[src/read_parity_check.sv]
`timescale 1ns/1ps
`default_nettype none

module read_parity_check (
  input  wire        sysclk,
  input  wire        arst_n,
  input  wire        sample,    // From sequencer, last CAS cycle
  input  wire [7:0]  q8,
  input  wire        prd_n,     // High means odd parity
  output logic       rd_valid,
  output logic [7:0] rdata,
  output logic       par_err
);

  // Valid pulse and error flag
  always_ff @(posedge sysclk or negedge arst_n) begin
    if (!arst_n) begin
      rd_valid <= 1'b0;
      par_err  <= 1'b0;
    end else begin
      rd_valid <= sample;  // One cycle per read
      if (sample) begin
        par_err <= prd_n;  // Held until next read
      end
    end
  end

  // Read data capture
  always_ff @(posedge sysclk) begin
    if (sample) begin
      rdata <= q8;
    end
  end

endmodule

`default_nettype wire

[config.mk]
export PLATFORM = sky130hd
export DESIGN_NAME = read_parity_check
export DESIGN_NICKNAME = d
export VERILOG_FILES = /design/src/read_parity_check.sv
export SDC_FILE = /design/constraint.sdc
export NUM_CORES = 1
export LEC_CHECK = 0
export ABC_AREA = 0
export BUFFER_PORTS_ARGS = -buffer_cell sky130_fd_sc_hd__buf_2
export CORE_AREA = 2 2 39 41
export CTS_BUF_LIST = sky130_fd_sc_hd__clkbuf_4 sky130_fd_sc_hd__clkbuf_8
export DETAILED_ROUTE_END_ITERATION = 8
export DIE_AREA = 0 0 41 43
export PLACE_DENSITY = 0.57
export SYNTH_ARGS = -nofsm -noshare
export SYNTH_HDL_FRONTEND = slang
export SYNTH_SLANG_ARGS = --single-unit
[constraint.sdc]
create_clock -name sysclk -period 1.02 [get_ports sysclk]
set_input_delay 0.204 -clock sysclk [delete_from_list [all_inputs] [get_ports sysclk]]
set_output_delay 0.204 -clock sysclk [all_outputs]
set_load 0.1 [all_outputs]
=== Word-level counts from Yosys, hierarchy flattened ===
Index checks and enable logic that the tools add are counted.

* Flip-flop bits (word level): 10
* Bits of input ports: 12
* Output and inout bits: 10
* Word-level logic and storage cells: 3

=== Longest topological paths before layout ===
* Depth after elaboration: 0
* Gate-level depth with buffers: 1
* Depth with buffers taken out: 1

=== Worst setup path before layout ===
OpenSTA, ideal clock, no wires.

* Path kind: register to register
* From: register, netlist name par_err
* To: register par_err
* Library setup time: 126 ps
* Arrival time: 1,132 ps
* Required time: 894 ps
* Setup slack: -238 ps
* Stages on the path, launching flop included: 2
* Buffers on the path: 0
* Clock period less this slack: 1,258 ps
* Cell sequence: dfrtp_1 -> mux2_4

{| class="wikitable"
|+ RTL lines
! item !! line !! text
|-
| end signal, assigned || 23 || <nowiki>par_err <= prd_n;</nowiki>
|-
| end, declared || 12 || <nowiki>output logic par_err</nowiki>
|}

=== Worst setup path in the final report ===
* From: register rdata[5]
* To: output port rdata[5]

{| class="wikitable"
|+ RTL lines
! item !! line !! text
|-
| start, declared || 11 || <nowiki>output logic [7:0] rdata,</nowiki>
|-
| start signal, assigned || 31 || <nowiki>rdata <= q8;</nowiki>
|}

No word-level cell between the ends.

==> flow_metrics.env <==
export IMPL_vias=194
export IMPL_cts_setup_buffers=0
export IMPL_ir_worst_vdd_mv=0.672
export IMPL_synth_area_top_cells="edfxtp_1 79%, dfrtp_1 16%, mux2_4 4.9%"
export IMPL_crit_path_start_kind="register"
export IMPL_drv_slew=0
export IMPL_root_buffer="clkbuf_4"
export IMPL_grt_usage_pct=6.78
export IMPL_syn_instance_count=11
export IMPL_cts_buffers=3
export IMPL_n_antenna_cell=0
export IMPL_end_kind="output pin"
export IMPL_synth_top_area_share_pct=78.7
export IMPL_path_max_fanout=1
export IMPL_hp_class="in2reg"
export IMPL_stdcell_area_um2=623
export IMPL_synth_avg_cell_area_um2=27.8
export IMPL_status="complete, but fails checks"
export IMPL_layout_setup_ws_ns=-0.0430
export IMPL_clock_fmax_ghz=0.941
export IMPL_grt_start_max_net_pins=11
export IMPL_post_drt_wl_per_cell_um=9.60
export IMPL_hold_slack_ns=0.123
export IMPL_synth_nets=23
export IMPL_fin_util_pct=45.0
export IMPL_relSlewSlack_pct=86.1
export IMPL_nNetsFinal=50
export IMPL_fin_cells=53
export IMPL_power_density_mw_per_mm2=1900
export IMPL_clk_latency_ns=0.24
export IMPL_gp_congestion=0.626
export IMPL_ys_seq_area_share_pct=95.1
export IMPL_cap_violations=0
export IMPL_slowest_stage="edfxtp_1"
export IMPL_initial_core_util_pct=22.1
export IMPL_path_buf_inv=1
export IMPL_row_count=14
export IMPL_min_period_over_period_pct=104
export IMPL_drc_errors=0
export IMPL_die_area_mm2=0.00176
export IMPL_dr_first_iter_drc_count=0
export IMPL_io_buffers=21
export IMPL_cts_max_path_buffers=2
export IMPL_hold_viol_final=0
export IMPL_rsz0062_at_grt="yes"
export IMPL_synth_largest_area_cell="edfxtp_1"
export IMPL_grt_first_pass_wirelength_um=731
export IMPL_place_area_um2=583
export IMPL_grt_pass1_vias=197
export IMPL_synth_area_um2=305
export IMPL_cts_tree="built"
export IMPL_setup_viol=10
export IMPL_die_x_um=41
export IMPL_leakagePower_uw=0.000268
export IMPL_firstDrtPassIters=1
export IMPL_placed_cells=48
export IMPL_period_minus_slack_ns=1.06
export IMPL_post_cts_resize_count=0
export IMPL_crit_required_ns=0.82
export IMPL_worst_slew_pin_slew_ns=0.208
export IMPL_die_y_um=43
export IMPL_routed_wirelength_um=509
export IMPL_critPathTopFamily="flip-flops"
export IMPL_skew_ns=0
export IMPL_yosys_warnings=0
export IMPL_violations="negative setup slack"
export IMPL_synth_cell_types=3
export IMPL_ant_nets=0
export IMPL_antenna_found_initial=0
export IMPL_drive_gt1_share_pct=75.7
export IMPL_area_growth_pct=104
export IMPL_htree_levels=1
export IMPL_path_cells="buf_12"
export IMPL_viasPerCell=3.66
export IMPL_core_mm2=0.00138
export IMPL_grt_ovfl_total=0
export IMPL_worstPathArrival_ns=0.86
export IMPL_path_class="reg2out"
export IMPL_cts_sinks=10
export IMPL_ys_ff_latch=10
export IMPL_cp_slowest_stage_delay_ns=0.42
export IMPL_clkTransAtPathRegs_ns=0.06
export IMPL_io_pins=22
timing repair:
| action | CTS | global route |
|---|---|---|
| hold buffers | 1 | 0 |
| endpoints found under the setup margin | 10 | 10 |
| endpoints found under the hold margin | 2 | 0 |
report_power, final:
group | total [uW] | internal, uW | leakage (uW) | switching [uW]
logic | 393 | 139 | 0.000150 | 254
registers | 505 | 479 | 0.0000996 | 25.8
clock network | 285 | 176 | 0.0000184 | 109
cells in the mapped netlist:
| cell | n |
|---|---|
| edfxtp_1 | 8 |
| dfrtp_1 | 2 |
| mux2_4 | 1 |
cells in the final DEF, fill, tap and decap left out, drive strengths merged:
cell type / instances
buf: 21
clkbuf: 4
dfrtp: 2
dlygate4sd3: 1
edfxtp: 8
mux2: 1
sequential cells by signal, indices dropped and copies added, names as in the netlist:
| name | count |
|---|---|
| par_err | 1 |
| rd_valid | 1 |
| rdata | 8 |
per-stage QoR:
step                      worst slack [ns]  TNS [ns]  power, uW
after floorplan                    -0.0880    -0.726        733
after global placement               0.168         0        905
after detailed placement             0.153         0        906
after CTS                          -0.0579    -0.418       1200
after global routing               -0.0791    -0.630       1240
final                              -0.0430    -0.286       1180
worst paths after layout:
path / cells after the start / slack (ns) / to / start
worst max register to register: 1 / 0.21 / par_err / par_err
min in group asynchronous: 2 / 0.27 / rd_valid / arst_n
max in group asynchronous: 2 / 0.64 / par_err / arst_n
worst max-delay path: 1 / -0.04 / rdata[5] / rdata[5]
worst min register to register: 1 / 0.56 / par_err / par_err
worst min-delay path: 1 / 0.12 / rdata[5] / q8[5]
metal layers:
layer / part of all wire, % / GRT usage (%)
met5: 0 / 0
met4: 0 / 6.00
met3: 19 / 4.19
met2: 38 / 7.81
met1: 43 / 8.30
kinds of logic (layout without fill, tap and decap cells):
logic type | after synthesis | count (layout) | share of synthesized area, %
buffers and inverters | 0 | 26 | 0
flip-flops | 10 | 10 | 95.1
multiplexers | 1 | 1 | 4.92
cell type report:
type	instances	area [um^2]
tap	16	20.0
clock buffer	4	30.0
timing repair buffer	22	265
sequential	10	293
fill	126	761
multi-input combinational	1	15.0
Power figures use the tool's default switching activity.
