### src/mem_defs.svh
`ifndef MEM_DEFS_SVH
`define MEM_DEFS_SVH

// Multiplexed DRAM address split
`define ROW_BITS        10  // Row half, latched on RAS fall
`define COL_BITS        10  // Column half, taken on CAS fall

// Flat host word address
`define WORD_ADDR_BITS  20

// Array depth actually built
// Upper address bits alias onto the same word
`define RAM_ADDR_BITS   16  // 64K words

// Strobe timing in sysclk cycles
`define T_RCD           2   // RAS low to CAS low
`define T_CAS           2   // CAS low width
`define T_RP            2   // Precharge with both strobes high

// Counter width for the strobe timing
`define SEQ_CNT_BITS    4

`endif

### src/mem_req_pkg.sv
`default_nettype none

package mem_req_pkg;

  // Host operation carried from decoder to sequencer
  // Encoding follows the host we bit
  typedef enum logic {
    OP_READ  = 1'b0,  // W_n stays high
    OP_WRITE = 1'b1   // W_n low under CAS
  } mem_op_e;

endpackage

`default_nettype wire

### src/ras_cas_sequencer.sv
`timescale 1ns/1ps
`default_nettype none

`include "mem_defs.svh"

module ras_cas_sequencer (
  input  wire                   sysclk,
  input  wire                   arst_n,
  input  wire                   cmd_go,
  input  wire mem_req_pkg::mem_op_e cmd_op,     // Held by decoder for the whole access
  input  wire [`ROW_BITS-1:0]   cmd_row,
  input  wire [`COL_BITS-1:0]   cmd_col,
  input  wire [7:0]             cmd_wdata,
  input  wire                   cmd_inj,
  output logic                  ras_n,
  output logic                  cas_n,
  output logic                  w_n,
  output logic [`COL_BITS-1:0]  dram_addr,  // Row first, then column
  output logic [7:0]            d8,
  output logic                  d9,         // Parity bit
  output logic                  sample,     // Read data good this cycle
  output logic                  busy
);

  import mem_req_pkg::*;

  typedef enum logic [2:0] {
    IDLE,
    RAS,        // First RAS-low cycle, row on the bus
    RCD,        // Rest of RAS to CAS delay
    CAS,        // CAS low, SIP accesses array
    PRECHARGE   // Both strobes high
  } seq_state_e;

  seq_state_e              state;
  logic [`SEQ_CNT_BITS-1:0] cnt;  // Cycles spent in current state

  // Strobes and FSM
  always_ff @(posedge sysclk or negedge arst_n) begin
    if (!arst_n) begin
      state <= IDLE;
      cnt   <= '0;
      ras_n <= 1'b1;
      cas_n <= 1'b1;
      w_n   <= 1'b1;
    end else begin
      case (state)
        IDLE: begin
          if (cmd_go) begin
            state <= RAS;
            ras_n <= 1'b0;  // Row already valid for SIP at next edge
            cnt   <= '0;
          end
        end
        RAS: begin
          state <= RCD;
          cnt   <= '0;
        end
        RCD: begin
          if (cnt == `SEQ_CNT_BITS'(`T_RCD - 2)) begin
            state <= CAS;
            cas_n <= 1'b0;
            w_n   <= (cmd_op == OP_WRITE) ? 1'b0 : 1'b1;
            cnt   <= '0;
          end else begin
            cnt <= cnt + 1'b1;
          end
        end
        CAS: begin
          if (cnt == `SEQ_CNT_BITS'(`T_CAS - 1)) begin
            state <= PRECHARGE;
            ras_n <= 1'b1;  // Both strobes rise together
            cas_n <= 1'b1;
            w_n   <= 1'b1;
            cnt   <= '0;
          end else begin
            cnt <= cnt + 1'b1;
          end
        end
        PRECHARGE: begin
          if (cnt == `SEQ_CNT_BITS'(`T_RP - 1)) begin
            state <= IDLE;
          end else begin
            cnt <= cnt + 1'b1;
          end
        end
        default: state <= IDLE;
      endcase
    end
  end

  // Address mux and write data
  always_ff @(posedge sysclk) begin
    if (state == IDLE && cmd_go) begin
      dram_addr <= cmd_row;
      d8        <= cmd_wdata;
      d9        <= (^cmd_wdata) ^ cmd_inj;  // Even parity over 9 bits, flipped on inject
    end else if (state == RAS) begin
      dram_addr <= cmd_col;  // Column ahead of CAS fall
    end
  end

  // Last CAS-low cycle of a read
  assign sample = (state == CAS) && (cnt == `SEQ_CNT_BITS'(`T_CAS - 1)) &&
                  (cmd_op == OP_READ);
  assign busy   = (state != IDLE);

endmodule

`default_nettype wire

### config.mk
export PLATFORM = sky130hd
export DESIGN_NAME = ras_cas_sequencer
export DESIGN_NICKNAME = d
export VERILOG_FILES = /design/src/mem_req_pkg.sv /design/src/ras_cas_sequencer.sv
export VERILOG_INCLUDE_DIRS = /design/src /design/src/src
export SDC_FILE = /design/constraint.sdc
export NUM_CORES = 1
export LEC_CHECK = 0
export ABC_AREA = 1
export BUFFER_PORTS_ARGS = -buffer_cell sky130_fd_sc_hd__buf_2
export CAP_MARGIN = 20
export CORE_MARGIN = 3
export CORE_UTILIZATION = 50
export CTS_CLUSTER_SIZE = 12
export DETAILED_ROUTE_END_ITERATION = 16
export PLACE_DENSITY = 0.81
export SYNTH_ARGS = -nofsm -noshare
export SYNTH_HDL_FRONTEND = slang
export SYNTH_SLANG_ARGS = --single-unit
### constraint.sdc
create_clock -name sysclk -period 2.8 [get_ports sysclk]
set_input_delay 0.42 -clock sysclk [delete_from_list [all_inputs] [get_ports sysclk]]
set_output_delay 0.42 -clock sysclk [all_outputs]
set_load 0.02 [all_outputs]
Word-level counts from Yosys, hierarchy flattened
Cells that the tools add are included.
{"block": "totals", "inputBits": 33, "output_inout_bits": 24, "word_cells": 56, "reg_bits": 29}
{"block": "op_classes", "n_eq_ne": 10, "n_reduce_logical": 15, "add_sub_neg": 1, "mux": 20, "bitwise_logic": 2}
{"op": "2-to-1 mux 10 bit", "n": 2}
{"op": "case mux 4 bit (5 select lines)", "n": 1}
{"op": "2-to-1 mux 4 bit", "n": 4}
{"op": "case mux 3 bit (5 select lines)", "n": 1}
{"op": "2-to-1 mux 3 bit", "n": 4}
{"op": "!= test 2 bit, second input constant", "n": 5}
{"op": "AND reduction 3 bit", "n": 3}
{"op": "parity 8 bit", "n": 1}
{"op": "equality test 3 x 2 -> 1 bit, second input constant", "n": 2}
{"op": "case mux 1 bit (2 select lines)", "n": 3}
{"op": "nonzero test 2 bit", "n": 3}
{"op": "2-to-1 mux 1 bit", "n": 5}
{"op": "nonzero test 5 bit", "n": 1}
{"op": "adder 4 x 1 -> 4 bit, second input constant", "n": 1}
{"op": "equality test 4 x 1 -> 1 bit, second input constant", "n": 1}
{"op": "zero test 4 bit", "n": 1}
{"op": "AND reduction 4 bit", "n": 1}
{"op": "equality test 3 x 1 -> 1 bit, second input constant", "n": 1}
{"op": "equality test 3 bit, second input constant", "n": 1}
{"op": "logical AND 1 bit", "n": 3}
{"op": "zero test 3 bit", "n": 1}
{"op": "nonzero test 3 bit", "n": 1}
{"op": "inverter 1 bit", "n": 1}
{"op": "XOR 1 bit", "n": 1}

Depth between registers and ports, before layout
Gate-level depths: netlist of the first run.
{"block": "logic_depth", "word_depth": 3, "depth_mapped": 10}

Worst setup path before layout of the first run
Ideal clock, no wire load.
{"block": "synth_path", "kind": "register -> output", "start": "register cnt[1]", "end": "output port sample", "t_required_ps": 2380, "slack_ps": 1168, "arrival_time_ps": 1212, "path_buffers": 0, "path_stages_with_launch": 7, "cell_sequence": "dfrtp_1 -> inv_1 -> ha_1 -> nand3_2 -> inv_1 -> nand2_4 -> nor2_1"}
{"block": "synth_via", "elab_chain_cells": 3}
{"item": "start, declared", "line": "ras_cas_sequencer.sv:36", "source": "logic [`SEQ_CNT_BITS-1:0] cnt;"}
{"item": "start signal, assigned", "line": "ras_cas_sequencer.sv:66", "source": "cnt <= cnt + 1'b1;"}
{"item": "start signal, assigned", "line": "ras_cas_sequencer.sv:77", "source": "cnt <= cnt + 1'b1;"}
{"item": "start signal, assigned", "line": "ras_cas_sequencer.sv:84", "source": "cnt <= cnt + 1'b1;"}
{"item": "equality test 4 x 1 -> 1 bit", "line": "ras_cas_sequencer.sv:104", "source": "assign sample = (state == CAS) && (cnt == `SEQ_CNT_BITS'(`T_CAS - 1)) &&"}
{"item": "logical AND 1 bit (2 in series)", "line": "ras_cas_sequencer.sv:104"}
{"item": "end, declared", "line": "ras_cas_sequencer.sv:21", "source": "output logic sample,"}
No other way between the ends.

Worst setup path in the final report of the first run
Ends and elaborated chain as after synthesis.

==> results.cfg, run 1 <==
[clocking]
cts-resized-gates = 0
cts_tree = done
clockBufferDepth = 2
hold_buffers = 1
clkTransAtPathRegs_ns = 0.09
h-tree-depth = 2
cts_root_buf = clkbuf_4
post_cts_buffers = 0
clk_latency_ns = 0.33
cts_buffers = 5
cts.sinks = 29

[finish]
drive_gt1_frac = 0.398
seq_area_um2 = 825
fill_cells = 222
nets = 261
n_antenna_cell = 0
area_delta_synth_final_pct = 25.5
multiInputGateArea_um2 = 623

[synth]
synth.largest_area_cell = edfxtp_1
synth.cell_area_mm2 = 0.00154
ys_ff_latch = 29
synth_top_area_frac = 0.371
synth_ff_type = edfxtp_1
synth_commonest_cells = nand2_1, edfxtp_1, inv_1
synth_area_leaders = edfxtp_1, nand2_1, dfrtp_1
synth_edf_count = 19
avgSynthCellArea_um2 = 9.49
ys_warn_count = 0
syn-num-nets = 198
synth_cell_types = 27
yosysMostFrequentCell = nand2_1
ys_seq_area_frac = 0.536
synthArstFlopShare = 0.345
netlist_instances = 162

[flow_run]
cap_viol_max_count = 0

[global_route]
grt-ovfl-total = 0
grt_pass1_wl_mm = 4.71
grt.total_usage = 0.174
first_global_vias = 1136
antenna_found_initial = 0
grt_max_degree = 23

[routing]
drtIter0Drc = 65
firstDrtPassIters = 4
viasPerCell = 4.96
drc = 0
wl_mm = 3.01
num_vias = 1275
ant_nets = 0
avgRoutedWirePerCell_um = 11.7

[sta]
slew_viol_final = 0
fin_skew_ns = 0.00445
hold_viol_final = 0
fin_crit_ns = 2.06
fmax_mhz = 486
rsz0062_at_grt = no
finalWorstSetupSlack_ns = 0.741
tightestPinTransition_ns = 0.537
fin_tns_setup_ns = 0
setup_violations = 0
fin_crit_sh = 0.735
slew_headroom = 0.641
timing.hold.ws_ns = 0.293

[place]
dp_hpwl_mm = 2.34
gp_congestion = 0.757
dp_slack_ns = 0.933
port-buffer-count = 56

[die]
dieArea_mm2 = 0.00378
initial_core_util = 0.539
die_x_um = 61.5
rows = 19
die_h_um = 61.5
coreArea_mm2 = 0.00285
num_io_pins = 57

[power_and_ir_drop]
p_per_area_mw_per_mm2 = 985
max-vdd-ir-drop_mv = 0.588
p_leak_nw = 1.00
p_total_mw = 1.90

[worst_setup_path]
required_ns = 2.38
critical_path_class = flip-flop to output pin
cp.arrival_ns = 1.64
cp-start-kind = flip-flop
end_kind = output pin
path_max_fanout = 5

[min_path]
hp-class = input pin to flip-flop

[outcome]
status = finished, final reports clean
-- routing by layer --
layer | track usage | up-vias | wire [um]
met5 | 0 | - | 0
met1 | 0.208 | 586 | 1300
met4 | 0.0909 | 0 | 59
li1 | - | 642 | -
met3 | 0.0503 | 7 | 209
met2 | 0.285 | 40 | 1440
-- area by class of cell --
type | count | area share
tap | 31 | 0.0201
inverter | 21 | 0.0408
clock buffer | 6 | 0.0214
sequential | 29 | 0.427
timing repair buffer | 57 | 0.150
multi-input combinational | 111 | 0.323
clock inverter | 2 | 0.0175
-- worst max-delay path: stages (launching register included) --
cell and delay (ns):
dfrtp_1 0.42, inv_1 0.08, ha_1 0.17, nand3_2 0.16, inv_1 0.14, nand2_4 0.07, nor2_1 0.10, buf_2 0.18
-- through the flow --
step                      instances  instance area, um^2  utilization
after floorplan                 162                 1540            -
after global placement          248                 1850        0.647
after detailed placement        248                 1850        0.647
after CTS                       257                 1930        0.677
after global routing            257                 1930        0.677
final                           257                 1930        0.677
-- cell families after synthesis --
group | Yosys count | share of synthesized area
DFF | 29 | 0.536
AOI/OAI and AO/OA | 9 | 0.0439
buffers and inverters | 22 | 0.0586
xor gates and xnor gates | 7 | 0.0399
and+or+nand+nor | 92 | 0.297
adders and majority gates | 3 | 0.0244
-- sequential cells by signal, indices dropped and copies added, names as in the netlist --
signal	cells
cas_n	1
cnt	4
d8	8
d9	1
dram_addr	10
ras_n	1
state	3
w_n	1
-- power breakdown --
part / switching [mW] / leakage (nW) / internal, mW / total [mW]
clock network: 0.143 / 0.0399 / 0.186 / 0.328
logic: 0.580 / 0.663 / 0.268 / 0.848
registers: 0.0726 / 0.302 / 0.652 / 0.725
-- placed cells by master (no fill, tap or decap), types with 2 or more instances in the layout --
cell	n
nand2_1	60
dfrtp_1	7
nand2_2	5
nand3_2	2
inv_1	16
nor2_4	2
xnor2_1	2
edfxtp_1	19
nor2_2	3
nand2_4	4
dfstp_2	3
nand3_1	12
xor2_1	5
nor2_1	2
o21ai_0	2
ha_1	3
buf_2	56
inv_2	5
clkbuf_4	5
-- path summary, 6_finish.rpt --
check / start / end / slack, ns / depth (start not counted)
setup reg to reg: state[1] / dram_addr[8] / 0.94 / 5
min in group asynchronous: arst_n / cnt[1] / 0.47 / 2
setup / recovery: cnt[1] / sample / 0.74 / 7
hold reg to reg: ras_n / ras_n / 0.47 / 2
hold / removal: cmd_wdata[6] / d8[6] / 0.29 / 1
max in group asynchronous: arst_n / w_n / 2.06 / 2
(Power assumes the default switching activity.)
==> inputs of run 2 (changes only) <==
- ABC_AREA: 1 -> 0
- CORE_UTILIZATION: 50 -> 48
- PLACE_DENSITY: 0.81 -> 0.79
- clock period: 2.8 -> 2.1 ns (I/O delays scaled with it)
==> results.cfg, run 2 <==
[synth]
synth_top_area_frac = 0.398
synth.cell_area_mm2 = 0.00144
synth_edf_count = 19
synthArstFlopShare = 0.345
yosysMostFrequentCell = edfxtp_1
synth_commonest_cells = edfxtp_1, mux2_4, dfrtp_1
synth_area_leaders = edfxtp_1, dfrtp_1, mux2_4
synth_cell_types = 37
syn-num-nets = 140
ys_warn_count = 0
netlist_instances = 104
ys_seq_area_frac = 0.575
avgSynthCellArea_um2 = 13.8
synth.largest_area_cell = edfxtp_1
synth_ff_type = edfxtp_1
ys_ff_latch = 29

[sta]
fin_tns_setup_ns = 0
fin_crit_ns = 1.94
hold_viol_final = 0
rsz0062_at_grt = no
slew_viol_final = 0
fin_skew_ns = 0.00763
tightestPinTransition_ns = 0.458
slew_headroom = 0.691
timing.hold.ws_ns = 0.188
fmax_mhz = 515
setup_violations = 0
finalWorstSetupSlack_ns = 0.158
fin_crit_sh = 0.925

[finish]
largest_register = dram_addr
nets = 205
reg_top3 = dram_addr (10), d8 (8), cnt (4)
area_delta_synth_final_pct = 28.8
final_common_cell = buf_2
final_cell_mix = buf_2, edfxtp_1, mux2_4
fill_cells = 214
drive_gt1_frac = 0.524
largest_register_ffs = 10
final_util = 0.659
n_antenna_cell = 0

[place]
gp_congestion = 0.795
dp_slack_ns = 0.304
port-buffer-count = 56
dp_hpwl_mm = 2.19

[worst_setup_path]
cp.arrival_ns = 1.63
cp_num_buf_inv = 1
path_max_fanout = 8
r2r_end = cnt[0]
rrSetupSlack_ns = 0.28
required_ns = 1.78
timing.rr.start = cnt[1]
critical_path_class = flip-flop to output pin
cp-start-kind = flip-flop
ff2ff_path_depth = 6
crit_slowest_cell = dfrtp_1
crit_path_cell_trace = nor2_1, nand4_1, nor2_1, buf_2
worst_path_most_repeated_cell = nor2_1
end_kind = output pin
cpPeakStageDelay_ns = 0.45
crit_family = simple AND/OR/NAND/NOR gates
crit_path_start = cnt[2]

[global_route]
grt-ovfl-total = 0
grt_max_degree = 13
grt.total_usage = 0.154
first_global_vias = 995
antenna_found_initial = 0
grt_pass1_wl_mm = 4.20

[clocking]
cts_tree = done
clockBufferDepth = 2
clkTransAtPathRegs_ns = 0.09
post_cts_buffers = 0
clk_latency_ns = 0.32
h-tree-depth = 2
cts_root_buf = clkbuf_4
cts_buffers = 5
cts.sinks = 29

[power_and_ir_drop]
max-vdd-ir-drop_mv = 0.893
p_per_area_mw_per_mm2 = 1260
p_leak_nw = 0.823

[routing]
num_vias = 1049
firstDrtPassIters = 4
drc = 0
avgRoutedWirePerCell_um = 14.0
wl_mm = 2.82
ant_nets = 0
drtIter0Drc = 26
viasPerCell = 5.22

[die]
die_x_um = 60.7
rows = 19
initial_core_util = 0.512
die_h_um = 60.7
coreArea_mm2 = 0.00281
dieArea_mm2 = 0.00368
num_io_pins = 57

[min_path]
holdPathEnd = d8[4]
hp-class = input pin to flip-flop
min_from = cmd_wdata[4]
min_path_cells = 1

[outcome]
status = finished, final reports clean

[flow_run]
cap_viol_max_count = 0
[run 2: logic make-up (layout without fill, tap and decap cells)]
kind of cell             Yosys count  in the layout  synth area share
adder cells (fa/ha/maj)            3              3            0.0262
buffers and inverters              9             75            0.0418
AND/OR/NAND/NOR                   26             26             0.113
multiplexers                      12             12             0.115
AO/OA/AOI/OAI                     16             16            0.0741
XOR/XNOR                           9              9            0.0549
flip-flops                        29             29             0.575
[run 2: through the flow]
stage	area [um^2]	cells	total power [mW]
6_report	1850	201	2.33
5_1_grt	1850	201	2.47
4_1_cts	1850	201	2.34
3_5_place_dp	1750	192	1.86
3_3_place_gp	1750	192	1.83
2_1_floorplan	1440	104	1.61
[run 2: area by class of cell]
cell class	count	area, um^2	area share
Clock inverter	1	30.0	0.0162
Sequential cell	29	825	0.446
Tap cell	31	38.8	0.0210
Inverter	5	18.8	0.0102
Multi-Input combinational cell	66	553	0.299
Clock buffer	7	55.1	0.0298
Timing Repair Buffer	62	328	0.177
[run 2: where the power goes]
| part | total, mW | switching, mW | internal (mW) |
|---|---|---|---|
| sequential | 0.899 | 0.0945 | 0.805 |
| combinational | 0.960 | 0.537 | 0.423 |
| clock | 0.472 | 0.188 | 0.284 |
| total | 2.33 | 0.820 | 1.51 |
[run 2: metal layers]
layer  vias up  global-route usage  share of wire
met5         -                   0              0
met3         9              0.0447          0.078
met2        43               0.253           0.49
met4         0              0.0712          0.018
li1        516                   -              -
met1       481               0.187           0.42
[run 2: repair_timing]
action	in CTS	in global routing
hold endpoints to repair	7	0
hold buffers	1	0
endpoints found under the setup margin	0	1
gates resized for setup	0	1
[run 2: worst max-delay path by stage]
stage | endpoint | slack (ns) | depth (start not counted)
2_1_floorplan | dram_addr[1] | 0.32 | 5
3_3_place_gp | dram_addr[0] | 0.36 | 4
3_5_place_dp | cnt[0] | 0.30 | 6
4_1_cts | sample | 0.08 | 4
5_1_grt | sample | 0.02 | 4
6_report | sample | 0.16 | 4
==> inputs of run 3 (changes only) <==
- GPL_TIMING_DRIVEN: default -> 0
==> results.cfg, run 3 (synthesis gave the netlist of run 2 again) <==
[outcome]
status = finished, final reports clean

[power_and_ir_drop]
p_leak_nw = 0.827
p_total_mw = 2.34
p_per_area_mw_per_mm2 = 1260
max-vdd-ir-drop_mv = 0.772

[finish]
final_cell_mix = buf_2, edfxtp_1, mux2_4
final_common_cell = buf_2
nets = 205
drive_gt1_frac = 0.529
largest_register_ffs = 10
design_area_mm2 = 0.00186
largest_register = dram_addr
area_delta_synth_final_pct = 29.7
n_antenna_cell = 0
reg_top3 = dram_addr (10), d8 (8), cnt (4)

[sta]
hold_viol_final = 0
fin_crit_ns = 1.93
fin_tns_setup_ns = 0
setup_violations = 0
rsz0062_at_grt = no
fin_skew_ns = 0.00337
tightestPinTransition_ns = 0.526
slew_viol_final = 0
fmax_mhz = 519
fin_crit_sh = 0.917
slew_headroom = 0.647
timing.hold.ws_ns = 0.185

[worst_setup_path]
end_kind = flip-flop
cp.arrival_ns = 2.14
critical_path_class = flip-flop to flip-flop
path_max_fanout = 7
cp-start-kind = flip-flop
required_ns = 2.32

[place]
gp_congestion = 0.824
place_area_mm2 = 0.00176
port-buffer-count = 56
dp_hpwl_mm = 2.24

[routing]
ant_nets = 0
avgRoutedWirePerCell_um = 14.3
wl_mm = 2.87
num_vias = 1045
drtIter0Drc = 26
firstDrtPassIters = 4
viasPerCell = 5.20
drc = 0

[global_route]
grt_pass1_wl_mm = 4.01
grtUsageMet1 = 0.179
first_global_vias = 948
antenna_found_initial = 0
grt-ovfl-total = 0
grt_max_degree = 19
grt.total_usage = 0.154
gr-usage-met2 = 0.250
grtUsageMet3 = 0.0447
global_route.peak_usage_layer = met2

[clocking]
cts_tree = done
clockBufferDepth = 2
cts_buffers = 5
h-tree-depth = 2
post_cts_buffers = 0
clk_latency_ns = 0.32
clkTransAtPathRegs_ns = 0.09
cts.sinks = 29
cts_root_buf = clkbuf_4

[die]
num_io_pins = 57
die_x_um = 60.7
coreArea_mm2 = 0.00281
initial_core_util = 0.512
rows = 19
die_h_um = 60.7
dieArea_mm2 = 0.00368

[min_path]
hp-class = input pin to flip-flop

[flow_run]
cap_viol_max_count = 0
run 3: cell counts in the layout (fill, tap and decap cells not counted):
No cell type changed its count.
run 3: per-stage QoR:
step	setup WS, ns	std cells	utilization
after global routing	0.0417	201	0.664
final	0.173	201	0.664
after CTS	0.0764	201	0.662
after detailed placement	0.215	192	0.628
after floorplan	0.323	104	-
after global placement	0.146	191	0.625
run 3: path summary, 6_finish.rpt:
kind / from / endpoint / slack, ns / cells past startpoint
worst max-delay path: cnt[1] / cnt[0] / 0.17 / 6
worst min-delay path: cmd_wdata[0] / d8[0] / 0.19 / 1
worst max register to register: cnt[1] / cnt[0] / 0.17 / 6
worst min register to register: ras_n / ras_n / 0.47 / 2
max in group asynchronous: arst_n / cas_n / 1.47 / 2
min in group asynchronous: arst_n / cnt[0] / 0.37 / 2
run 3: critical path, stage by stage (launching register included):
cell	delay, ns
dfrtp_1	0.42
inv_1	0.09
ha_1	0.27
inv_1	0.06
o311ai_0	0.42
a21bo_2	0.29
mux2_2	0.26
run 3: layout make-up:
cell class	count	area, um^2
fillers	211	943
flip-flops and latches	29	825
multi-input cells	66	556
repair buffers	58	298
clock buffers	7	55.1
plain buffers	4	41.3
well taps	31	38.8
clock inverters	1	30.0
inverters	5	18.8
run 3: metal layers:
metal,vias up,wire [um]
met2,39,1430
li1,513,-
met1,487,1170
met4,0,53
met3,6,215
met5,-,0
run 3: repair_timing:
action | in CTS | in global routing
gates resized for setup | 0 | 2
hold buffers | 1 | 0
endpoints found under the setup margin | 0 | 1
endpoints found under the hold margin | 7 | 0
run 3: where the power goes:
part	internal, mW	switching (mW)
clock network	0.284	0.185
logic	0.435	0.556
registers	0.806	0.0725
