### src/mem_defs.svh
`ifndef MEM_DEFS_SVH
`define MEM_DEFS_SVH

// Multiplexed DRAM address split
`define ROW_BITS        10  // Row half, latched on RAS fall
`define COL_BITS        10  // Column half, taken on CAS fall

// Flat host word address
`define WORD_ADDR_BITS  20

// Array depth actually built
// Upper address bits alias onto the same word
`define RAM_ADDR_BITS   16  // 64K words

// Strobe timing in sysclk cycles
`define T_RCD           2   // RAS low to CAS low
`define T_CAS           2   // CAS low width
`define T_RP            2   // Precharge with both strobes high

// Counter width for the strobe timing
`define SEQ_CNT_BITS    4

`endif

### src/dram_pkg.sv
`default_nettype none

`include "mem_defs.svh"

package dram_pkg;

  // Flat word address as the host sees it
  typedef logic [`WORD_ADDR_BITS-1:0] word_addr_t;

  // Row/column split of the same word
  // Row sits in the upper half
  typedef struct packed {
    logic [`ROW_BITS-1:0] row;  // Goes out under RAS
    logic [`COL_BITS-1:0] col;  // Goes out under CAS
  } row_col_t;

  // One address word read two ways
  typedef union packed {
    word_addr_t word;  // Host view
    row_col_t   rc;    // DRAM view
  } dram_addr_u;

endpackage

`default_nettype wire

### src/mem_req_pkg.sv
`default_nettype none

package mem_req_pkg;

  // Host operation carried from decoder to sequencer
  // Encoding follows the host we bit
  typedef enum logic {
    OP_READ  = 1'b0,  // W_n stays high
    OP_WRITE = 1'b1   // W_n low under CAS
  } mem_op_e;

endpackage

`default_nettype wire

### src/req_decode.sv
`timescale 1ns/1ps
`default_nettype none

`include "mem_defs.svh"

module req_decode (
  input  wire                        sysclk,
  input  wire                        arst_n,
  input  wire                        req,        // One-cycle host pulse
  input  wire                        we,
  input  wire [`WORD_ADDR_BITS-1:0]  addr,
  input  wire [7:0]                  wdata,
  input  wire                        inj_par,    // Poison parity of this write
  input  wire                        seq_busy,
  output logic                       cmd_pend,   // Accepted, not yet handed over
  output logic                       cmd_go,
  output mem_req_pkg::mem_op_e       cmd_op,
  output logic [`ROW_BITS-1:0]       cmd_row,
  output logic [`COL_BITS-1:0]       cmd_col,
  output logic [7:0]                 cmd_wdata,
  output logic                       cmd_inj
);

  import dram_pkg::*;
  import mem_req_pkg::*;

  dram_addr_u addr_q;  // Held until next accepted req
  logic       accept;

  // Requests during an access are dropped
  assign accept = req && !cmd_pend && !seq_busy;

  // Pending flag covers the gap until the sequencer goes busy
  always_ff @(posedge sysclk or negedge arst_n) begin
    if (!arst_n) begin
      cmd_pend <= 1'b0;
      cmd_go   <= 1'b0;
    end else begin
      cmd_go <= cmd_pend && !cmd_go;  // Single pulse, edge after accept
      if (accept) begin
        cmd_pend <= 1'b1;
      end else if (cmd_go) begin
        cmd_pend <= 1'b0;  // Sequencer takes over busy from here
      end
    end
  end

  // Request fields
  always_ff @(posedge sysclk) begin
    if (accept) begin
      addr_q.word <= addr;
      cmd_op      <= we ? OP_WRITE : OP_READ;
      cmd_wdata   <= wdata;
      cmd_inj     <= inj_par;
    end
  end

  // Row and column straight from the split view
  assign cmd_row = addr_q.rc.row;
  assign cmd_col = addr_q.rc.col;

endmodule

`default_nettype wire

### config.mk
export PLATFORM = sky130hd
export DESIGN_NAME = req_decode
export DESIGN_NICKNAME = d
export VERILOG_FILES = /design/src/dram_pkg.sv /design/src/mem_req_pkg.sv /design/src/req_decode.sv
export VERILOG_INCLUDE_DIRS = /design/src /design/src/src
export SDC_FILE = /design/constraint.sdc
export NUM_CORES = 1
export LEC_CHECK = 0
export BUFFER_PORTS_ARGS = -buffer_cell sky130_fd_sc_hd__buf_2
export CAP_MARGIN = 20
export CORE_ASPECT_RATIO = 0.75
export CORE_MARGIN = 2
export CORE_UTILIZATION = 36
export DETAILED_ROUTE_END_ITERATION = 10
export PLACE_DENSITY_LB_ADDON = 0.1
export SLEW_MARGIN = 20
export SYNTH_ARGS = -nofsm -noshare
export SYNTH_HDL_FRONTEND = slang
export SYNTH_SLANG_ARGS = --single-unit
### constraint.sdc
create_clock -name sysclk -period 2.13 [get_ports sysclk]
set_input_delay 0.1065 -clock sysclk [delete_from_list [all_inputs] [get_ports sysclk]]
set_output_delay 0.1065 -clock sysclk [all_outputs]
set_load 0.1 [all_outputs]
# After elaboration in Yosys (flattened, before gate mapping)
# Cells that the tools add are included.
[op_classes]
muxes = 3
reduce_logical = 7
[ops]
columns = ["cell", "n"]
rows = [
  ["$logic_and A1 B1 Y1", 3],
  ["$logic_not A1 Y1", 3],
  ["$mux W1", 3],
  ["$reduce_bool A2 Y1", 1],
]
[totals]
reg_bits = 32
in_bits = 34
out_inout_bits = 32
wordCells = 16

# Depth between registers and ports, before layout
# Gate-level depths: netlist of run 1.
[depth]
ltp_word = 4
ltp_mapped = 2
depth_no_buf = 2

# Worst setup path before layout of run 1
# No wires, ideal clock.
[synth_timing]
path_kind = "reg-to-reg"
startpoint = "register cmd_pend"
endpoint = "register addr_q[0] (netlist name) (enable)"
setup_time_ps = 413
arrival_time_ps = 2153
t_required_ps = 1717
path_slack_ps = -436
stages_incl_launch_ff = 2
path_buffers = 0
path_cell_list = "dfrtp_1 > nor3b_2"
[synth_via]
elab_chain_len = 3
[synth_lines]
columns = ["item", "line", "rtl"]
rows = [
  ["start: declaration", "req_decode.sv:15", "output logic cmd_pend,"],
  ["start signal: assignment", "req_decode.sv:36", "cmd_pend <= 1'b0;"],
  ["start signal: assignment", "req_decode.sv:41", "cmd_pend <= 1'b1;"],
  ["start signal: assignment", "req_decode.sv:43", "cmd_pend <= 1'b0;"],
  ["$logic_not A1 Y1", "req_decode.sv:31", "assign accept = req && !cmd_pend && !seq_busy;"],
  ["$logic_and A1 B1 Y1 (2 in a row)", "req_decode.sv:31", ""],
  ["via accept", "req_decode.sv:28", "logic accept;"],
  ["end: declaration", "req_decode.sv:27", "dram_addr_u addr_q;"],
]
# The timed path passes the listed nets, and every way through them passes these cells.
# A chain may end at the register's enable or synchronous reset.

# Worst setup path in the final report of run 1
[layout_timing]
startpoint = "register cmd_pend"
endpoint = "register addr_q[15] (netlist name) (enable)"
# The elaborated chain is that of the path after synthesis.

==> results.md, run 1 <==
- Netlist Area Pre-Place: 983.4 um^2
- Max_cap viols: 0
- FF-to-FF End: addr_q[15]
- Pleak: 0.7352 nW
- R2r setup slk: 820 ps
- Number of cell rows: 16
- I/O Pins: 66
- Wire per inst: 12.68 um
- Root Driver: clkbuf_4
- Critical Path Sink: addr_q[15]
- Setup TNS: 0 ps
- Largest net degree at the start of global routing: 32
- Hold Vio Cnt, Final: 0
- R2R depth: 2
- Port Buf Inserts: 65
- Clock latency on the worst-skew pair: 310 ps
- Final Max Slew Viols: 0
- CTS Buf Count: 5
- ANT cells: 0
- Seq cells post-synth: 32
- Core area: 2603 um^2
- Post-synthesis compound-gate area fraction: 0
- Post-Synth Simple-Gate Area: 0.03308
- Hold WC Path Type: primary input to asynchronous set/reset pin
- Run status: finished clean
- Max Clk Rate: 763.1 MHz
- Max stage delay on crit path: 430 ps
- Fill count: 203
- Ys Warns: 0
- DRT Wirelength: 2232 um
- Crit path launch type: register
- TritonCTS Sinks: 32
- CTS tree: done
- Register area: 952.2 um^2
- Starting Density: 0.3779
- Power density cells: 1063 nW/um^2
- Non-filler cells, final: 176
- Area of the multi-input gates: 38.79 um^2
- CP max stage cell: dfrtp_2
- H-tree depth: 2
- Dpl cells: 137
- Distinct cells, synth: 5
- Global route total overflow: 0
- Largest family of logic cells by synthesized area: simple AND/OR/NAND/NOR gates
- Tightest Pin Transition: 496.9 ps
- Endpoints failing setup: 0
- Worst Path Required: 2110 ps
- Clock slew at reported path FFs: 80 ps
- CP Buf/Inv Count: 1
- Post-synthesis sequential area ratio: 0.9669
- Ratio of cells with drive above 1 in the final layout: 0.5286
- Tcrit/Tclk final: 0.6152
- Crit path DAT: 1290 ps
- ANT nets after route: 0
- Syn_nets: 69
- RSZ-0062 raised after global routing: false
- Starting DRT DRC Count: 27
- Die W: 64.35 um
- Worst setup startpoint: cmd_pend
- Crit path max fanout: 31
- Crit-path cells: nor3b_4 -> buf_4
- GPL Wtd Cong: 0.7320
- Synth Instances: 35
- Area growth from synthesis to layout: 75.70%
- Vias/cell: 4.097
- Rel. slew slack: 0.6710
- DR vias: 721
- Die area: 3170 um^2
- Min cycle time layout: 1310 ps
- Syn Area/Cell: 28.10 um^2
- Number of global-route vias before repair: 775
- CTS Buffer Depth: 2
- Max Clock Skew: 2.534 ps
- Crit path max-delay family: flip-flops
- R2r startpoint: cmd_pend
- Crit path depth: 2
- DRT Pass-1 Iters: 4
- Post-Synth Adder-Cell Area: 0
- Die height: 49.27 um
- WS Path Type: register to register
- Residual DRC count: 0
- Multiplexer share of the synthesized area: 0
- GRT Total Usage: 0.1577
- First-pass GRT wire length: 3456 um
- Worst VDD drop: 823.2 uV
- XOR/XNOR Fraction of Synth Area: 0
- Initial antenna violation count: 0
- Nets: 173
- CP endpoint kind: register
through the flow:
stage | total power [mW] | hold slack (ps) | cell area, um^2 | worst slack [ps] | util
2_1_floorplan | 1.393 | -189.1 | 991.0 | 201.6 | -
4_1_cts | 1.853 | 81.66 | 1728 | 813.7 | 0.6639
3_5_place_dp | 1.506 | -108.2 | 1369 | 825.7 | 0.5260
6_report | 1.838 | 112.6 | 1728 | 819.6 | 0.6639
3_3_place_gp | 1.500 | -108.4 | 1369 | 846.6 | 0.5260
5_1_grt | 1.909 | 82.97 | 1728 | 759.2 | 0.6639
per-layer routing:
metal	global-route usage	wire [um]	vias to the layer above
met5	0	0	-
met2	0.2760	1157	41
met1	0.1599	807	324
met3	0.06005	185	10
li1	-	-	346
met4	0.09220	81	0
cells in the final DEF, fill, tap and decap left out:
cell type and count:
buf_2 65, buf_4 1, clkbuf_1 2, clkbuf_4 5, clkinv_1 1, dfrtp_1 1, dfrtp_2 1, dlygate4sd3_1 31
edfxtp_1 30, nor2b_4 1, nor3b_4 1, or2_1 1
state kept, by name, summed over array words and instances, names as in the netlist:
name and cells:
cmd_op 1, cmd_wdata 8, cmd_pend 1, cmd_inj 1
cmd_go 1, addr_q 20
power by group:
group / leakage [nW] / internal (mW) / switching [mW]
Sequential: 0.301 / 0.780 / 0.0313
Combinational: 0.408 / 0.130 / 0.593
Clock: 0.0269 / 0.127 / 0.177
Total: 0.735 / 1.04 / 0.801
logic make-up (layout without fill, tap and decap cells):
| kind of cell | Yosys count | after routing |
|---|---|---|
| DFF | 32 | 32 |
| and+or+nand+nor | 3 | 3 |
| buffers and inverters | 0 | 105 |
how the worst min path moves through the flow:
stage	slack (ps)	cells past startpoint	to
after floorplan	-190	0	cmd_go
after global placement	-110	1	cmd_go
after detailed placement	-110	1	cmd_go
after CTS	80	2	cmd_pend
after global routing	80	2	cmd_pend
final	110	2	cmd_pend
timing repair:
action,4_1_cts,5_1_grt
gates resized for setup,0,0
hold buffers,31,0
endpoints found under the hold margin,32,0
setup buffers,0,0
setup endpoints to repair,0,0
Yosys cell counts:
library cell	n	area, um^2
dfrtp_1	2	50.05
nor3b_2	1	12.51
or2_1	1	6.260
nor2b_4	1	13.76
edfxtp_1	30	900.9
area by class of cell:
type / instances / share of cell area
clock buffers: 7 / 0.02607
clock inverters: 1 / 0.002172
multi-input cells: 3 / 0.02245
flip-flops and latches: 32 / 0.5510
well taps: 36 / 0.02607
repair buffers: 97 / 0.3722
worst register-to-register path, cell delays in order (launching register included):
cell and delay [ps]:
dfrtp_2 430, nor3b_4 160, buf_4 380
Power figures use the tool's default switching activity.
==> inputs of run 2 (changes only) <==
Clock period 2.13 ns to 1.08 ns, I/O delays scaled along.
==> run 2 against run 1 <==
  * The flow now finishes with violations (setup timing)
  * Die area unchanged
  * Power increased by 140%
  * Via count increased by 6.5%
  * Setup slack got worse by 1000 ps
  * Routed wire length increased by 46%
  * Final cell count increased by 2.3%
  * Largest power group is now combinational cells
==> results.md, run 2 (synthesis results as in run 1) <==
- ANT nets after route: 0
- Global route total overflow: 0
- Largest Register: addr_q
- Clock latency on the worst-skew pair: 310 ps
- Setup WS post-layout: -209.8 ps
- First-pass GRT wire length: 4802 um
- Clock slew at reported path FFs: 100 ps
- Nets: 177
- Crit path DAT: 1330 ps
- CTS Buf Count: 5
- Starting Density: 0.3779
- Area growth from synthesis to layout: 133.2%
- Endpoints failing setup: 32
- Comb pwr share: 0.453
- Hold Vio Cnt, Final: 0
- Clk network pwr share: 0.160
- Power density cells: 1917 nW/um^2
- Wire per inst: 18.06 um
- P_sw: 1.753 mW
- Root Driver: clkbuf_4
- Seq pwr share: 0.387
- Min cycle time layout: 1290 ps
- Die area: 3170 um^2
- Rel. slew slack: 0.8889
- Worst setup startpoint: cmd_pend
- TritonCTS Sinks: 32
- Number of cell rows: 16
- Hold WC Path Type: primary input to asynchronous set/reset pin
- Initial antenna violation count: 0
- Crit path launch type: register
- CTS tree: done
- Crit path max fanout: 10
- Residual DRC count: 0
- Max Clk Rate: 775.3 MHz
- Run status: finished with violations
- R2r startpoint: cmd_pend
- Die W: 64.35 um
- GPL Wtd Cong: 0.6052
- Most frequent cells in the layout: buf_2, buf_12, dlygate4sd3_1
- Vias/cell: 4.267
- Tcrit/Tclk final: 1.194
- CP endpoint kind: register
- Starting DRT DRC Count: 21
- Pleak: 0.9450 nW
- Largest regs: addr_q (20), cmd_wdata (8)
- Number of flip-flops in the largest register: 20
- DRT Pass-1 Iters: 6
- GRT Total Usage: 0.2177
- Tightest Pin Transition: 167.0 ps
- DR vias: 768
- I/O Pins: 66
- Net Sw Frac: 0.3988
- ANT cells: 0
- Number of global-route vias before repair: 884
- Die height: 49.27 um
- Final core occ: 0.8813
- Int Pwr: 2.643 mW
- Max_cap viols: 0
- WS Path Type: register to register
- Power Total: 4.396 mW
- Core area: 2603 um^2
- CTS Buffer Depth: 2
- Worst VDD drop: 1487 uV
- RSZ-0062 raised after global routing: true
- Final Max Slew Viols: 0
- Hpwl dp: 1670 um
- Max Clock Skew: 7.878 ps
- Setup slack at placement: -179.8 ps
- Ratio of cells with drive above 1 in the final layout: 0.5556
- Port Buf Inserts: 65
- Violated checks: setup timing
- DRT Wirelength: 3251 um
- H-tree depth: 2
- Largest net degree at the start of global routing: 21
- Worst Path Required: 1120 ps
## run 2: final timing paths
kind,endpoint,slack (ps),depth (start not counted)
max,addr_q[11],-210,3
min,cmd_pend,80,2
max reg2reg,addr_q[11],-210,3
min reg2reg,cmd_go,500,1
max in group asynchronous,cmd_pend,890,2
min in group sysclk,cmd_wdata[7],330,4
## run 2: timing repair
item	CTS	global route
pin swaps	0	1
buffers inserted	0	1
gates resized for setup	1	2
endpoints found under the hold margin	32	0
setup endpoints to repair	32	32
cloned	0	1
hold buffers	31	0
## run 2: per-layer routing
metal | vias up | global-route usage | part of all wire
met4 | 0 | 0.03191 | 0
met1 | 376 | 0.2504 | 0.38
met3 | 0 | 0.06697 | 0.061
li1 | 355 | - | -
met2 | 37 | 0.4063 | 0.56
met5 | - | 0 | 0
## run 2: critical path, cell delays in order, from the launching register on
cell,delay (ps)
dfrtp_4,500
nor3b_4,200
buf_6,150
clkbuf_16,150
## run 2: layout make-up
cell class	instances	area, um^2
fill	105	309.0
tap	36	45.04
sequential	32	955.9
clock buffer	8	58.81
timing repair buffer	101	1195
multi-input combinational	3	38.79
## run 2: power by group through the flow
stage                     combinational [mW]  clock, mW  sequential [mW]
final                                   1.99      0.705             1.70
after global placement                  1.82          0             1.71
after detailed placement                1.83          0             1.72
after floorplan                        0.102          0             2.66
after global routing                    2.04      0.761             1.71
after CTS                               1.93      0.692             1.69
## run 2: through the flow
step,hold WS [ps],cells,TNS [ps],cell area [um^2]
floorplan,-241.6,35,-25610,994.7
global placement,-160.1,139,-3882,1881
detailed placement,-159.2,139,-4688,1881
CTS,31.91,178,-5196,2253
global route,63.02,180,-7702,2293
finish,76.54,180,-6190,2293
==> inputs of run 3 (changes only) <==
Settings changed: CORE_UTILIZATION 36 to 38, CTS_BUF_LIST set to sky130_fd_sc_hd__clkbuf_4 sky130_fd_sc_hd__clkbuf_8.
==> run 3 against run 2 <==
  * The run now fails in 4_1_cts
  * Synthesized area is the same
  * Synthesized cell count is the same
==> results.md, run 3 <==
- H-tree depth: 2
- GPL Wtd Cong: 0.6643
- Top cell type's share of synthesized area: 0.9160
- Root Driver: clkbuf_4
- Post-synth EDFFs: 30
- Synth Instances: 35
- Port Buf Inserts: 65
- Post-CTS Setup Inserts: 0
- Post-synthesis sequential area ratio: 0.9669
- I/O Pins: 66
- Ys async rst share: 0.06250
- Most instantiated cells after synthesis: edfxtp_1, dfrtp_1, nor2b_4, nor3b_2, or2_1
- Main area contributors after synthesis: edfxtp_1, dfrtp_1, nor2b_4
- Dpl cells: 136
- Post-cts gate resize count: 0
- Multiplexer share of the synthesized area: 0
- CTS Buf Count: 5
- TritonCTS Sinks: 32
- Syn Area/Cell: 28.10 um^2
- Post-synth top flop: edfxtp_1
- Number of cell rows: 15
- XOR/XNOR Fraction of Synth Area: 0
- Most common cell in the synthesized netlist: edfxtp_1
- Starting Density: 0.4126
- Ys Warns: 0
- Post-Synth Simple-Gate Area: 0.03308
- Largest family of logic cells by synthesized area: simple AND/OR/NAND/NOR gates
- Hold-fix buffers, CTS: 31
- Seq cells post-synth: 32
- Run status: stopped before the end
- Post-synthesis compound-gate area fraction: 0
- CTS Buffer Depth: 2
- Setup slack at placement: -139.1 ps
- Netlist Area Pre-Place: 983.4 um^2
- Die height: 48.06 um
- Distinct cells, synth: 5
- Cell taking the most area after synthesis: edfxtp_1
- Tool Error: [ERROR DPL-0033] detailed placement checks failed during check placement.
- Last stage: 4_1_cts
- Syn_nets: 69
- Post-Synth Adder-Cell Area: 0
- Die W: 62.74 um
run 3: metrics by stage:
stage          area [um^2]  hold slack (ps)    util
3_5_place_dp          1871           -160.1  0.7848
2_1_floorplan        994.7           -241.6       -
3_3_place_gp          1871           -161.0  0.7848
run 3: cells by family after synthesis:
logic type | after synthesis
simple gates | 3
flops | 32
==> inputs of run 4 (changes only) <==
Settings changed: CORE_ASPECT_RATIO 0.75 to unset, CORE_UTILIZATION 38 to 25, CTS_BUF_LIST sky130_fd_sc_hd__clkbuf_4 sky130_fd_sc_hd__clkbuf_8 to unset, PLACE_DENSITY_LB_ADDON 0.1 to 0.15.
Clock period 1.08 ns to 1.4 ns, I/O delays scaled along.
==> run 4 against run 3 <==
  * The run now ends clean
==> results.md, run 4 (synthesis results as in run 1) <==
- Crit path DAT: 1270 ps
- Starting DRT DRC Count: 34
- Seq pwr share: 0.390
- Fin area: 1817 um^2
- CP endpoint kind: register
- Max Clock Skew: 3.289 ps
- Die height: 66.72 um
- CTS tree: done
- Int Pwr: 1.930 mW
- DRT Wirelength: 2167 um
- Ratio of cells with drive above 1 in the final layout: 0.5429
- Max_cap viols: 0
- Met1 global-route usage: 0.09241
- I/O Pins: 66
- Endpoints failing setup: 0
- Max Clk Rate: 769.3 MHz
- Initial antenna violation count: 0
- Global routing's busiest layer: met2
- DRT Pass-1 Iters: 2
- Die W: 66.72 um
- Worst Path Required: 1370 ps
- Crit path max fanout: 29
- Clock slew at reported path FFs: 60 ps
- DR vias: 713
- Dpl cells: 149
- Min cycle time layout: 1300 ps
- Dpl cell area: 1399 um^2
- Fill count: 329
- Most common cell after layout, fill and taps aside: buf_2
- Nets: 173
- GRT Total Usage: 0.1002
- H-tree depth: 2
- Global route total overflow: 0
- First-pass GRT wire length: 3042 um
- Tcrit/Tclk final: 0.9285
- WS Path Type: register to register
- Met3 Usage GRT: 0.04561
- Hold WC Path Type: primary input to asynchronous set/reset pin
- ANT nets after route: 0
- Pleak: 0.7667 nW
- Run status: finished clean
- Wire per inst: 11.53 um
- Worst VDD drop: 1172 uV
- TritonCTS Sinks: 32
- Port Buf Inserts: 65
- Core area: 3716 um^2
- RSZ-0062 raised after global routing: false
- Clock latency on the worst-skew pair: 270 ps
- GPL Wtd Cong: 0.6623
- Net Sw Frac: 0.3940
- Power density cells: 1753 nW/um^2
- Non-filler cells, final: 188
- Number of flip-flops in the largest register: 20
- Area growth from synthesis to layout: 84.73%
- Largest net degree at the start of global routing: 30
- Largest Register: addr_q
- Vias/cell: 3.793
- Starting Density: 0.2646
- CTS Buf Count: 5
- Root Driver: clkbuf_8
- ANT cells: 0
- Post-CTS Setup Inserts: 0
- Final Max Slew Viols: 0
- Hold Vio Cnt, Final: 0
- Register area: 954.7 um^2
- Residual DRC count: 0
- Tightest Pin Transition: 493.8 ps
- Rel. slew slack: 0.6731
- Met2 Usage GRT: 0.1700
- Die area: 4452 um^2
- Area of the multi-input gates: 38.79 um^2
- Most frequent cells in the layout: buf_2, dlygate4sd3_1, edfxtp_1
- Comb pwr share: 0.349
- CTS Buffer Depth: 2
- Largest regs: addr_q (20), cmd_wdata (8)
- P_sw: 1.255 mW
- Number of global-route vias before repair: 717
- Crit path launch type: register
- Clk network pwr share: 0.261
- Number of cell rows: 22
## run 4: final timing paths
kind / startpoint / endpoint / slack [ps] / cells past startpoint
max: cmd_pend / addr_q[10] / 100 / 2
min: arst_n / cmd_go / 110 / 2
max reg2reg: cmd_pend / addr_q[10] / 100 / 2
min reg2reg: cmd_go / cmd_go / 470 / 1
max in group asynchronous: arst_n / cmd_pend / 1180 / 2
min in group sysclk: seq_busy / addr_q[17] / 120 / 2
## run 4: metal layers
| metal | up-vias | part of all wire |
|---|---|---|
| met5 | - | 0 |
| met4 | 0 | 0.032 |
| met3 | 10 | 0.099 |
| met2 | 42 | 0.51 |
| met1 | 317 | 0.36 |
| li1 | 344 | - |
## run 4: power groups by stage
stage | Sequential [mW] | Clock, mW | Combinational (mW)
finish | 1.24 | 0.831 | 1.11
floorplan | 2.05 | 0 | 0.0788
global route | 1.25 | 0.894 | 1.15
global placement | 1.26 | 0 | 1.05
detailed placement | 1.26 | 0 | 1.05
CTS | 1.24 | 0.863 | 1.12
## run 4: critical path: stages, from the launching register on
cell	delay (ps)
dfrtp_4	490
nor3b_4	270
buf_12	230
## run 4: through the flow
step | power, mW | utilization | hold WS [ps] | setup TNS [ps] | setup slack (ps)
finish | 3.185 | 0.4889 | 110.5 | 0 | 100.1
detailed placement | 2.317 | 0.3764 | -139.1 | 0 | 91.54
global placement | 2.308 | 0.3764 | -143.9 | 0 | 125.0
floorplan | 2.127 | - | -225.6 | -15690 | -510.1
CTS | 3.226 | 0.4889 | 96.56 | 0 | 85.66
global route | 3.298 | 0.4889 | 103.9 | 0 | 23.48
## run 4: final cells by class
| type | count | share of cell area |
|---|---|---|
| clock buffer | 6 | 0.03994 |
| multi-input combinational | 3 | 0.02135 |
| sequential | 32 | 0.5255 |
| clock inverter | 2 | 0.01928 |
| tap | 48 | 0.03306 |
| timing repair buffer | 97 | 0.3609 |
## run 4: repair_timing
action                                 CTS  global route
resized for setup                        0             0
endpoints found under the hold margin   32             0
hold buffers                            31             0
